===== config.mk =====
export PLATFORM = sky130hd
export DESIGN_NAME = dma_read_engine
export DESIGN_NICKNAME = d
export VERILOG_FILES = /design/src/hdl/dma_pkg.sv /design/src/hdl/bus_pkg.sv /design/src/hdl/dma_skid_fifo.sv /design/src/hdl/dma_bus_reader.sv /design/src/hdl/dma_noc_packetizer.sv /design/src/hdl/dma_read_engine.sv
export VERILOG_INCLUDE_DIRS = /design/src /design/src/hdl
export SDC_FILE = /design/constraint.sdc
export NUM_CORES = 1
export LEC_CHECK = 0
export BUFFER_PORTS_ARGS = -buffer_cell sky130_fd_sc_hd__buf_2
export CAP_MARGIN = 20
export CORE_ASPECT_RATIO = 0.8
export CORE_MARGIN = 2
export CORE_UTILIZATION = 25
export DETAILED_ROUTE_END_ITERATION = 8
export GPL_TIMING_DRIVEN = 0
export PLACE_DENSITY = 0.43
export RECOVER_POWER = 50
export SYNTH_ARGS = -nofsm -noshare
export SYNTH_HDL_FRONTEND = slang
export SYNTH_HIERARCHICAL = 1
export SYNTH_SLANG_ARGS = --single-unit

===== constraint.sdc =====
create_clock -name clk -period 6 [get_ports clk]
set_input_delay 0.9 -clock clk [delete_from_list [all_inputs] [get_ports clk]]
set_output_delay 0.9 -clock clk [all_outputs]
set_load 0.01 [all_outputs]

===== src/hdl/dma_params.svh =====
// Shared widths and FIFO depth; addresses count bytes, lengths count 32-bit words, 0 is illegal
`ifndef DMA_PARAMS_SVH
`define DMA_PARAMS_SVH

// Local byte address on the read bus
`define DMA_ADDR_WIDTH 32

// Bus data word and flit payload
`define DMA_DATA_WIDTH 32

// Transfer length in words
`define DMA_SIZE_WIDTH 8

// Destination tile id on the NoC
`define DMA_DEST_WIDTH 5

// Skid depth: timing decoupling, back-pressure latency, burst termination
`define DMA_FIFO_DEPTH 3

`endif


===== src/hdl/dma_pkg.sv =====
// Request and flit types; header layout assumes DMA_DEST_WIDTH <= 8 and DMA_DATA_WIDTH >= 16
`include "dma_params.svh"

package dma_pkg;

  ////////////////////////////////////////////////////////////////////////////
  // Transfer request
  ////////////////////////////////////////////////////////////////////////////

  // Word-aligned local start address, length in words, target tile
  typedef struct packed {
    logic [`DMA_ADDR_WIDTH-1:0] laddr;
    logic [`DMA_SIZE_WIDTH-1:0] size;
    logic [`DMA_DEST_WIDTH-1:0] dest;
  } dma_req_t;

  ////////////////////////////////////////////////////////////////////////////
  // NoC flit
  ////////////////////////////////////////////////////////////////////////////

  // Last marks the final flit of a packet
  typedef struct packed {
    logic                       last;
    logic [`DMA_DATA_WIDTH-1:0] data;
  } flit_t;

  // Header payload
  // dest in bits 4:0, size in bits 15:8, rest zero
  function automatic logic [`DMA_DATA_WIDTH-1:0] header_data(dma_req_t r);
    logic [`DMA_DATA_WIDTH-1:0] h;
    h = '0;
    h[`DMA_DEST_WIDTH-1:0] = r.dest;
    h[8 +: `DMA_SIZE_WIDTH] = r.size;
    return h;
  endfunction

endpackage


===== src/hdl/bus_pkg.sv =====
// AHB-Lite style read bus; write data, write enable, protection and transfer type are tied off
`include "dma_params.svh"

package bus_pkg;

  // Burst encoding, only incrementing and termination are used
  typedef logic [2:0] burst_t;

  localparam burst_t burst_incr = 3'd2;
  localparam burst_t burst_end  = 3'd7;

  // Initiator side
  // addr and burst only mean something while sel is high
  typedef struct packed {
    logic                       sel;
    logic                       mastlock;
    logic [`DMA_ADDR_WIDTH-1:0] addr;
    burst_t                     burst;
  } bus_req_t;

  // Target side
  // A word is taken on each edge with sel and ready high
  typedef struct packed {
    logic [`DMA_DATA_WIDTH-1:0] rdata;
    logic                       ready;
  } bus_rsp_t;

endpackage


===== src/hdl/dma_skid_fifo.sv =====
// Three-entry skid FIFO; ready drops at two entries so one push in flight still fits
`timescale 1ns/1ps
`include "dma_params.svh"

module dma_skid_fifo #(
  parameter type payload_t = logic [`DMA_DATA_WIDTH-1:0]
) (
  input  logic     clk,
  input  logic     rst,
  input  logic     push,
  input  payload_t din,
  input  logic     pop,
  output payload_t dout,
  output logic     empty,
  output logic     ready
);

  localparam int depth = `DMA_FIFO_DEPTH;

  // Storage, entry 0 is always the head
  payload_t mem [depth];

  // One-hot next free slot, top bit set means full
  logic [depth:0] pos;

  logic do_pop;

  // Popping an empty FIFO is ignored
  assign do_pop = pop & ~empty;

  assign empty = pos[0];
  assign dout  = mem[0];

  // High water, taken straight from the position register
  assign ready = ~|pos[depth:depth-1];

  always_ff @(posedge clk) begin
    if (rst) begin
      pos <= {{depth{1'b0}}, 1'b1};
    end else if (push && !do_pop) begin
      pos <= pos << 1;
    end else if (!push && do_pop) begin
      pos <= pos >> 1;
    end
  end

  // Shift towards the head on pop; a push lands one slot lower then
  always_ff @(posedge clk) begin
    for (int i = 0; i < depth - 1; i++) begin
      if (do_pop) begin
        mem[i] <= (push && pos[i+1]) ? din : mem[i+1];
      end else if (push && pos[i]) begin
        mem[i] <= din;
      end
    end
    // Tail entry has nothing above it to shift in
    if (do_pop ? (push && pos[depth]) : (push && pos[depth-1])) begin
      mem[depth-1] <= din;
    end
  end

endmodule


===== src/hdl/dma_bus_reader.sv =====
// Burst read FSM; assumes a word-aligned laddr and a nonzero size held stable during the transfer
`timescale 1ns/1ps
`include "dma_params.svh"

module dma_bus_reader (
  input  logic                       clk,
  input  logic                       rst,
  input  logic                       start,
  input  dma_pkg::dma_req_t          req,
  output bus_pkg::bus_req_t          bus_req,
  input  bus_pkg::bus_rsp_t          bus_rsp,
  output logic                       word_valid,
  output logic [`DMA_DATA_WIDTH-1:0] word_data,
  input  logic                       word_ready
);

  //////////////////////////////////////////////////////////////////////////
  // State and counters
  //////////////////////////////////////////////////////////////////////////

  typedef enum logic [1:0] {
    st_idle,
    st_fetch,
    st_wait
  } state_t;

  state_t state;
  state_t state_nxt;

  // Words already taken from the bus
  logic [`DMA_SIZE_WIDTH-1:0] count;
  logic [`DMA_SIZE_WIDTH-1:0] count_nxt;

  logic last_word;
  logic fifo_push;
  logic fifo_ready;
  logic fifo_empty;

  assign last_word = (count == req.size - 1'b1);

  //////////////////////////////////////////////////////////////////////////
  // Bus side
  //////////////////////////////////////////////////////////////////////////

  always_comb begin
    state_nxt = state;
    count_nxt = count;
    fifo_push = 1'b0;
    bus_req   = '0;
    case (state)
      st_idle: begin
        count_nxt = '0;
        // FIFO is empty here, so go straight to fetching
        if (start) begin
          state_nxt = st_fetch;
        end
      end
      st_fetch: begin
        bus_req.sel      = 1'b1;
        bus_req.mastlock = 1'b1;
        // Counter is in words, address in bytes
        bus_req.addr     = req.laddr + {count, 2'b00};
        // Terminate when the FIFO fills next cycle or on the final word
        bus_req.burst    = (!fifo_ready || last_word) ? bus_pkg::burst_end
                                                      : bus_pkg::burst_incr;
        if (bus_rsp.ready) begin
          fifo_push = 1'b1;
          count_nxt = count + 1'b1;
          if (last_word) begin
            state_nxt = st_idle;
          end else if (!fifo_ready) begin
            // This word takes the spare entry, pause the burst
            state_nxt = st_wait;
          end
        end
      end
      st_wait: begin
        // Restart at the next address once the FIFO drains
        if (fifo_ready) begin
          state_nxt = st_fetch;
        end
      end
      default: begin
        state_nxt = st_idle;
      end
    endcase
  end

  always_ff @(posedge clk) begin
    if (rst) begin
      state <= st_idle;
      count <= '0;
    end else begin
      state <= state_nxt;
      count <= count_nxt;
    end
  end

  //////////////////////////////////////////////////////////////////////////
  // Word side
  //////////////////////////////////////////////////////////////////////////

  dma_skid_fifo #(
    .payload_t (logic [`DMA_DATA_WIDTH-1:0])
  ) word_fifo_inst (
    .clk   (clk),
    .rst   (rst),
    .push  (fifo_push),
    .din   (bus_rsp.rdata),
    .pop   (word_ready),
    .dout  (word_data),
    .empty (fifo_empty),
    .ready (fifo_ready)
  );

  assign word_valid = ~fifo_empty;

endmodule


===== src/hdl/dma_noc_packetizer.sv =====
// One packet per request: header flit then size data flits; last set only on the final data flit
`timescale 1ns/1ps
`include "dma_params.svh"

module dma_noc_packetizer (
  input  logic                       clk,
  input  logic                       rst,
  input  logic                       start,
  input  dma_pkg::dma_req_t          req,
  input  logic                       word_valid,
  input  logic [`DMA_DATA_WIDTH-1:0] word_data,
  output logic                       word_ready,
  output logic                       flit_valid,
  output dma_pkg::flit_t             flit,
  input  logic                       flit_ready,
  output logic                       done
);

  typedef enum logic [1:0] {
    st_idle,
    st_header,
    st_payload
  } state_t;

  state_t state;

  // Data words still to be packed
  logic [`DMA_SIZE_WIDTH-1:0] remaining;

  logic           out_push;
  logic           out_ready;
  logic           out_empty;
  dma_pkg::flit_t out_din;

  // Take a word only when the output FIFO can hold its flit
  assign word_ready = (state == st_payload) && out_ready;

  always_comb begin
    out_push = 1'b0;
    out_din  = '0;
    case (state)
      st_header: begin
        out_push     = out_ready;
        out_din.data = dma_pkg::header_data(req);
      end
      st_payload: begin
        out_push     = word_valid && word_ready;
        out_din.last = (remaining == 1'b1);
        out_din.data = word_data;
      end
      default: begin
        out_push = 1'b0;
      end
    endcase
  end

  always_ff @(posedge clk) begin
    if (rst) begin
      state     <= st_idle;
      remaining <= '0;
    end else begin
      case (state)
        st_idle: begin
          if (start) begin
            state     <= st_header;
            remaining <= req.size;
          end
        end
        st_header: begin
          if (out_ready) begin
            state <= st_payload;
          end
        end
        st_payload: begin
          if (out_push) begin
            remaining <= remaining - 1'b1;
            // Final word packed
            if (remaining == 1'b1) begin
              state <= st_idle;
            end
          end
        end
        default: begin
          state <= st_idle;
        end
      endcase
    end
  end

  // Output skid, also the source of back-pressure towards the bus
  dma_skid_fifo #(
    .payload_t (dma_pkg::flit_t)
  ) flit_fifo_inst (
    .clk   (clk),
    .rst   (rst),
    .push  (out_push),
    .din   (out_din),
    .pop   (flit_ready),
    .dout  (flit),
    .empty (out_empty),
    .ready (out_ready)
  );

  assign flit_valid = ~out_empty;

  // Packet complete when the last flit is handed over
  assign done = flit_valid && flit_ready && flit.last;

endmodule


===== src/hdl/dma_read_engine.sv =====
// Read DMA top; one request in flight, no queuing, req_ready returns after the last flit transfers
`timescale 1ns/1ps
`include "dma_params.svh"

module dma_read_engine (
  input  logic              clk,
  input  logic              rst,
  input  logic              req_valid,
  input  dma_pkg::dma_req_t req,
  output logic              req_ready,
  output bus_pkg::bus_req_t bus_req,
  input  bus_pkg::bus_rsp_t bus_rsp,
  output logic              flit_valid,
  output dma_pkg::flit_t    flit,
  input  logic              flit_ready
);

  logic                       busy;
  logic                       start;
  logic                       done;
  logic                       accept;
  dma_pkg::dma_req_t          cur_req;
  logic                       word_valid;
  logic                       word_ready;
  logic [`DMA_DATA_WIDTH-1:0] word_data;

  ////////////////////////////////////////////////////////////////////////////
  // Request handshake
  ////////////////////////////////////////////////////////////////////////////

  assign req_ready = ~busy;
  assign accept    = req_valid && req_ready;

  // Busy from acceptance until the packet leaves, start pulses once
  always_ff @(posedge clk) begin
    if (rst) begin
      busy  <= 1'b0;
      start <= 1'b0;
    end else begin
      start <= accept;
      if (accept) begin
        busy <= 1'b1;
      end else if (done) begin
        busy <= 1'b0;
      end
    end
  end

  // Held for the whole transfer
  always_ff @(posedge clk) begin
    if (accept) begin
      cur_req <= req;
    end
  end

  ////////////////////////////////////////////////////////////////////////////
  // Datapath
  ////////////////////////////////////////////////////////////////////////////

  dma_bus_reader dma_bus_reader_inst (
    .clk        (clk),
    .rst        (rst),
    .start      (start),
    .req        (cur_req),
    .bus_req    (bus_req),
    .bus_rsp    (bus_rsp),
    .word_valid (word_valid),
    .word_data  (word_data),
    .word_ready (word_ready)
  );

  dma_noc_packetizer dma_noc_packetizer_inst (
    .clk        (clk),
    .rst        (rst),
    .start      (start),
    .req        (cur_req),
    .word_valid (word_valid),
    .word_data  (word_data),
    .word_ready (word_ready),
    .flit_valid (flit_valid),
    .flit       (flit),
    .flit_ready (flit_ready),
    .done       (done)
  );

endmodule


---- Word-level counts from Yosys, hierarchy flattened ----
Memories as Yosys holds them, arrays and structs flattened.
Index checks and enable logic that the tools add are counted.
word-level totals
  memories kept ........................... 2
  logic and storage cells ................. 138
  register bits ........................... 75
  output and inout port bits .............. 72
  input port bits ......................... 82
  RAM bits ................................ 195
operators by class
  equal/unequal tests ..................... 14
  bitwise gates (word level) .............. 9
  mux-type cells .......................... 61
  reductions and logical operators ........ 37
  $add $sub $neg .......................... 4
memory list
  memory                                      words  width  read ports  clocked after memory_dff  write ports  RTL line             source
  dma_noc_packetizer_inst.flit_fifo_inst.mem  3      33     3           0                         2            dma_skid_fifo.sv:21  payload_t mem [depth];
  dma_bus_reader_inst.word_fifo_inst.mem      3      32     3           0                         3            dma_skid_fifo.sv:21
operators by type and width
  kind                                                                number
  33-bit two-way mux                                                  5
  32-bit two-way mux                                                  4
  32-bit one-hot mux with 2 select lines                              1
  37-bit two-way mux                                                  1
  33-bit OR reduction                                                 1
  32-bit by 10-bit adder with 32-bit output                           1
  8-bit one-hot mux with 2 select lines                               2
  1-bit two-way mux                                                   28
  8-bit two-way mux                                                   3
  2-bit two-way mux                                                   9
  1-bit logical AND                                                   17
  4-bit two-way mux                                                   4
  8-bit by 1-bit subtractor with 8-bit output, second input constant  2
  2-bit != test, second input constant                                7
  2-bit one-hot mux with 3 select lines                               2
  2-bit nonzero test                                                  5
  8-bit by 1-bit adder with 8-bit output, second input constant       1
  8-bit by 1-bit == test with 1-bit output, second input constant     1
  8-bit == test                                                       1
  4-bit AND reduction                                                 2
  1-bit logical NOT                                                   5
  2-bit by 1-bit == test with 1-bit output, second input constant     2
  2-bit == test, second input constant                                2
  2-bit logical NOT                                                   2
  10 further kinds                                                    17

---- Depth between registers and ports, before layout ----
  word-level depth ........................ 11
  mapped depth ............................ 11

---- Hierarchy ----
The synthesis kept the hierarchy.
modules (own cells, without submodules)
  module                                                   instances  cells each  area each (um^2)
  dma_skid_fifo at dma_noc_packetizer_inst.flit_fifo_inst  1          238         4393.0
  dma_skid_fifo at dma_bus_reader_inst.word_fifo_inst      1          232         4152.7
  dma_bus_reader                                           1          244         1715.4
  dma_read_engine                                          1          52          1418.9
  dma_noc_packetizer                                       1          135         1057.3

---- Worst setup path before layout ----
OpenSTA, ideal clock, no wires.
  path type ............................... register -> register
  from .................................... register dma_noc_packetizer_inst.state[0]
  to ...................................... memory dma_noc_packetizer_inst/flit_fifo_inst/mem[0][66] in the netlist's numbering (enable)
  path slack .............................. 1.633 ns
  arrival time ............................ 3.893 ns
  path buffers ............................ 4
  stages on the path, launching flop included .. 10
  cell sequence ........................... dfxtp_1 > inv_1 > ha_1 > buf_6 > buf_12 > clkbuf_1 > a21oi_1 > nor2_1 > buf_2 > a21boi_0
RTL lines
  item                    RTL line                  source
  start, declared         dma_noc_packetizer.sv:25  state_t state;
  start signal, assigned  dma_noc_packetizer.sv:59  state <= st_idle;
  start signal, assigned  dma_noc_packetizer.sv:65  state <= st_header;
  start signal, assigned  dma_noc_packetizer.sv:71  state <= st_payload;
  end, declared           dma_skid_fifo.sv:21

==> impl_metrics.env <==
export IMPL_outcome="finished with violations"
export IMPL_violations="capacitance limit, slew limit"
export IMPL_rsz0062_at_grt="no"
export IMPL_cp_end_kind="output pin"
export IMPL_netlist_cell_type_count=68
export IMPL_syn_nets=1000
export IMPL_drt_first_pass_iters=4
export IMPL_period_minus_slack_ns=4.336
export IMPL_cts_setup_buffers=0
export IMPL_num_vias=7501
export IMPL_cts_tree="yes"
export IMPL_drc=0
export IMPL_synth_compound_area_share=0.07475
export IMPL_whs_ns=0.4885
export IMPL_cts_sinks=270
export IMPL_max_slew_margin_rel=-0.3465
export IMPL_min_path_cells=1
export IMPL_cts_resized_gates=0
export IMPL_synth_warning_count=6
export IMPL_worst_pin_slew_ns=2.016
export IMPL_track_usage=0.1114
export IMPL_synth_seq_area_share=0.6130
export IMPL_routed_wl_um=29720
export IMPL_core_area_sq_um=49960
export IMPL_syn_to_final_growth_pct=19.81
export IMPL_multi_input_area_sq_um=4088
export IMPL_max_stage_delay_ns=0.53
export IMPL_hp_class="input pin to flop"
export IMPL_synthAdderAreaFrac=0.01729
export IMPL_num_io_pins=154
export IMPL_muxShareOfSynthArea=0.1273
export IMPL_ys_seq_elements=270
export IMPL_synth_edf_count=240
export IMPL_async_flop_share=0
export IMPL_drive_above_1_share=0.3097
export IMPL_postLayoutCoreUtil=0.3055
export IMPL_cts_root_buf="clkbuf_16"
export IMPL_htree_levels=1
export IMPL_cts_buffer_depth=3
export IMPL_routedWlPerCell_um=16.61
export IMPL_cp_slowest_cell="dfxtp_1"
export IMPL_die_h_um=205.9
export IMPL_path_clk_slew_ns=0.06
export IMPL_overflow=0
export IMPL_path_class="flop to output pin"
export IMPL_finalCritPeriodShare=0.7226
export IMPL_p_per_area_nw_per_um2=322.0
export IMPL_crit_family="adder cells"
export IMPL_path_buf_inv=3
export IMPL_fmax_mhz=230.6
export IMPL_leakage_nw=5.448
export IMPL_rows=73
export IMPL_critPathArrivalTime_ns=3.44
export IMPL_initial_core_util=0.2549
export IMPL_ff2ff_path_depth=10
export IMPL_cts_buffers=31
export IMPL_skew_ns=0.01247
export IMPL_synth_main_ff_cell="edfxtp_1"
export IMPL_regArea_sq_um=7807
export IMPL_postCtsHoldBufs=0
export IMPL_dp_hpwl_um=20820
export IMPL_hold_violations=0
export IMPL_path_cells="ha_1 -> inv_1 -> fa_1 -> nor2b_1 -> o211ai_1 -> a21oi_1 -> clkbuf_1 -> o21ai_0 -> xnor2_1 -> nor2_1 -> buf_2"
export IMPL_portBuffers=153
export IMPL_fill_cells=5123
export IMPL_grt_pass1_wl_um=45230
export IMPL_worstSetupStartpointType="flop"
export IMPL_grt_pass1_vias=7545
export IMPL_max_cap_viol_count=2
export IMPL_die_area_sq_um=52780
export IMPL_antenna_found_initial=5
export IMPL_crit_fanout=10
export IMPL_syn_avg_cell_area_sq_um=14.14
export IMPL_synth_xor_area_frac=0.02544
export IMPL_cp_num_cells=11
export IMPL_synth_top_family_by_area="multiplexers"
export IMPL_setup_viol=0
export IMPL_cp_required_ns=5.10
export IMPL_worstSkewPairLatency_ns=0.58
export IMPL_drt_iter0_markers=450
export IMPL_layout_nets=1189
export IMPL_via_per_inst=4.191
export IMPL_gp_congestion=0.7424
export IMPL_maxSlewViolCount=49
export IMPL_synth_cell_area_sq_um=12740
export IMPL_synth_cells=901
export IMPL_die_w_um=256.4
export IMPL_synth_simple_area_share=0.07741
export IMPL_ir_drop_uv=187.9
export IMPL_grt_max_degree=34
export IMPL_antenna_left=0
[path summary, 6_finish.rpt]
kind	startpoint	to	slack [ns]
worst min register to register	dma_noc_packetizer_inst/state[1]$_SDFFE_PP0P_	dma_noc_packetizer_inst/state[1]$_SDFFE_PP0P_	0.50
worst max-delay path	dma_bus_reader_inst/count[0]$_SDFFE_PP0P_	bus_req[21]	1.66
worst min-delay path	req[7]	cur_req[7]$_DFFE_PP_	0.49
worst max register to register	dma_noc_packetizer_inst/state[0]$_SDFFE_PP0P_	dma_bus_reader_inst/word_fifo_inst/mem[0][55]$_DFFE_PP_	2.05
[worst register-to-register path: cells and delay by family (launching register included)]
| kind | cells | cell delay (ns) |
|---|---|---|
| buffers and inverters | 5 | 1.58 |
| AOI/OAI and AO/OA | 1 | 0.58 |
| and+or+nand+nor | 2 | 0.56 |
| muxes | 1 | 0.42 |
| DFF | 1 | 0.38 |
| adders and majority gates | 1 | 0.19 |
[layout by cell type (no fill, tap or decap), types with 5 or more instances in the layout]
| cell | instances |
|---|---|
| a21oi_1 | 28 |
| and2_0 | 6 |
| clkbuf_16 | 31 |
| mux2_2 | 89 |
| dfxtp_1 | 30 |
| nand4_1 | 5 |
| inv_1 | 20 |
| nor2b_1 | 15 |
| buf_4 | 65 |
| xnor2_1 | 13 |
| o21ai_1 | 6 |
| nand3_1 | 9 |
| nor2_1 | 50 |
| nand2_1 | 27 |
| xor2_1 | 24 |
| nand2b_1 | 10 |
| o211ai_1 | 11 |
| o2111ai_1 | 6 |
| and3_1 | 25 |
| clkbuf_4 | 5 |
| a21o_1 | 9 |
| buf_2 | 84 |
| a31oi_1 | 6 |
| edfxtp_1 | 240 |
| o21ai_0 | 24 |
| clkinv_2 | 8 |
| clkbuf_1 | 107 |
| ha_1 | 16 |
| mux2_4 | 30 |
| nor3_1 | 10 |
| a22o_1 | 13 |
| mux2_1 | 12 |
[layout make-up]
cell class	count	area share
antenna	1	0.0001640
buffer	105	0.04542
clock buffer	38	0.05255
clock inverter	19	0.01386
inverter	20	0.004919
multi-input combinational	506	0.2679
sequential	270	0.5116
tap	675	0.05534
timing repair buffer	156	0.04829
[synthesized netlist by cell type (13+ instances only)]
library cell  instances  share of area
mux2_2               99          0.088
o21ai_0              20         0.0079
mux2_4               30          0.035
ha_1                 16          0.016
buf_4                71          0.042
dfxtp_1              30          0.047
a22o_1               13         0.0089
xor2_1               24          0.017
edfxtp_1            240           0.57
nor2b_1              14         0.0069
and3_1               25          0.012
a21oi_1              28          0.011
inv_1                19         0.0056
clkbuf_1             17         0.0050
xnor2_1              13         0.0089
nand2_1              31         0.0091
nor2_1               50          0.015
[per-layer routing]
| layer | share of wire | track usage | vias up |
|---|---|---|---|
| li1 | - | - | 3682 |
| met1 | 0.51 | 0.1628 | 3635 |
| met2 | 0.43 | 0.1646 | 128 |
| met3 | 0.047 | 0.02575 | 48 |
| met4 | 0.018 | 0.02903 | 8 |
| met5 | 0.0021 | 0 | - |
[per-stage QoR]
step / total power, W / instance area, sq um / setup WS, ns / cells / setup TNS, ns
after global placement: 0.003088 / 14350 / -0.4381 / 1729 / -20.76
after floorplan: 0.002820 / 12740 / 1.633 / 901 / 0
final: 0.004915 / 15260 / 1.664 / 1790 / 0
after global routing: 0.005156 / 15260 / 1.321 / 1790 / 0
after detailed placement: 0.003093 / 14460 / 2.239 / 1732 / 0
after CTS: 0.005049 / 15480 / 1.606 / 1789 / 0
[where the power goes]
group | switching (W) | internal, W | leakage, nW
registers | 0.0000626 | 0.00221 | 2.41
logic | 0.000425 | 0.000308 | 2.54
clock network | 0.000788 | 0.00112 | 0.498
[state kept, by name, summed over array words and instances (netlist names)]
name and count:
busy 1, cur_req 45, dma_bus_reader_inst/count 8, dma_bus_reader_inst/state 2, dma_bus_reader_inst/word_fifo_inst/mem 96, dma_bus_reader_inst/word_fifo_inst/pos 4, dma_noc_packetizer_inst/flit_fifo_inst/mem 99, dma_noc_packetizer_inst/flit_fifo_inst/pos 4
dma_noc_packetizer_inst/remaining 8, dma_noc_packetizer_inst/state 2, start 1
[logic make-up (layout without fill, tap and decap cells)]
logic type      after synthesis  after routing
compound gates              134            134
xor+xnor                     37             37
mux                         134            134
other cells                   0              1
fa+ha+maj                    17             17
flops                       270            270
simple gates                184            184
buf+inv                     125            338
No activity file was read; power rests on OpenSTA's default activity.
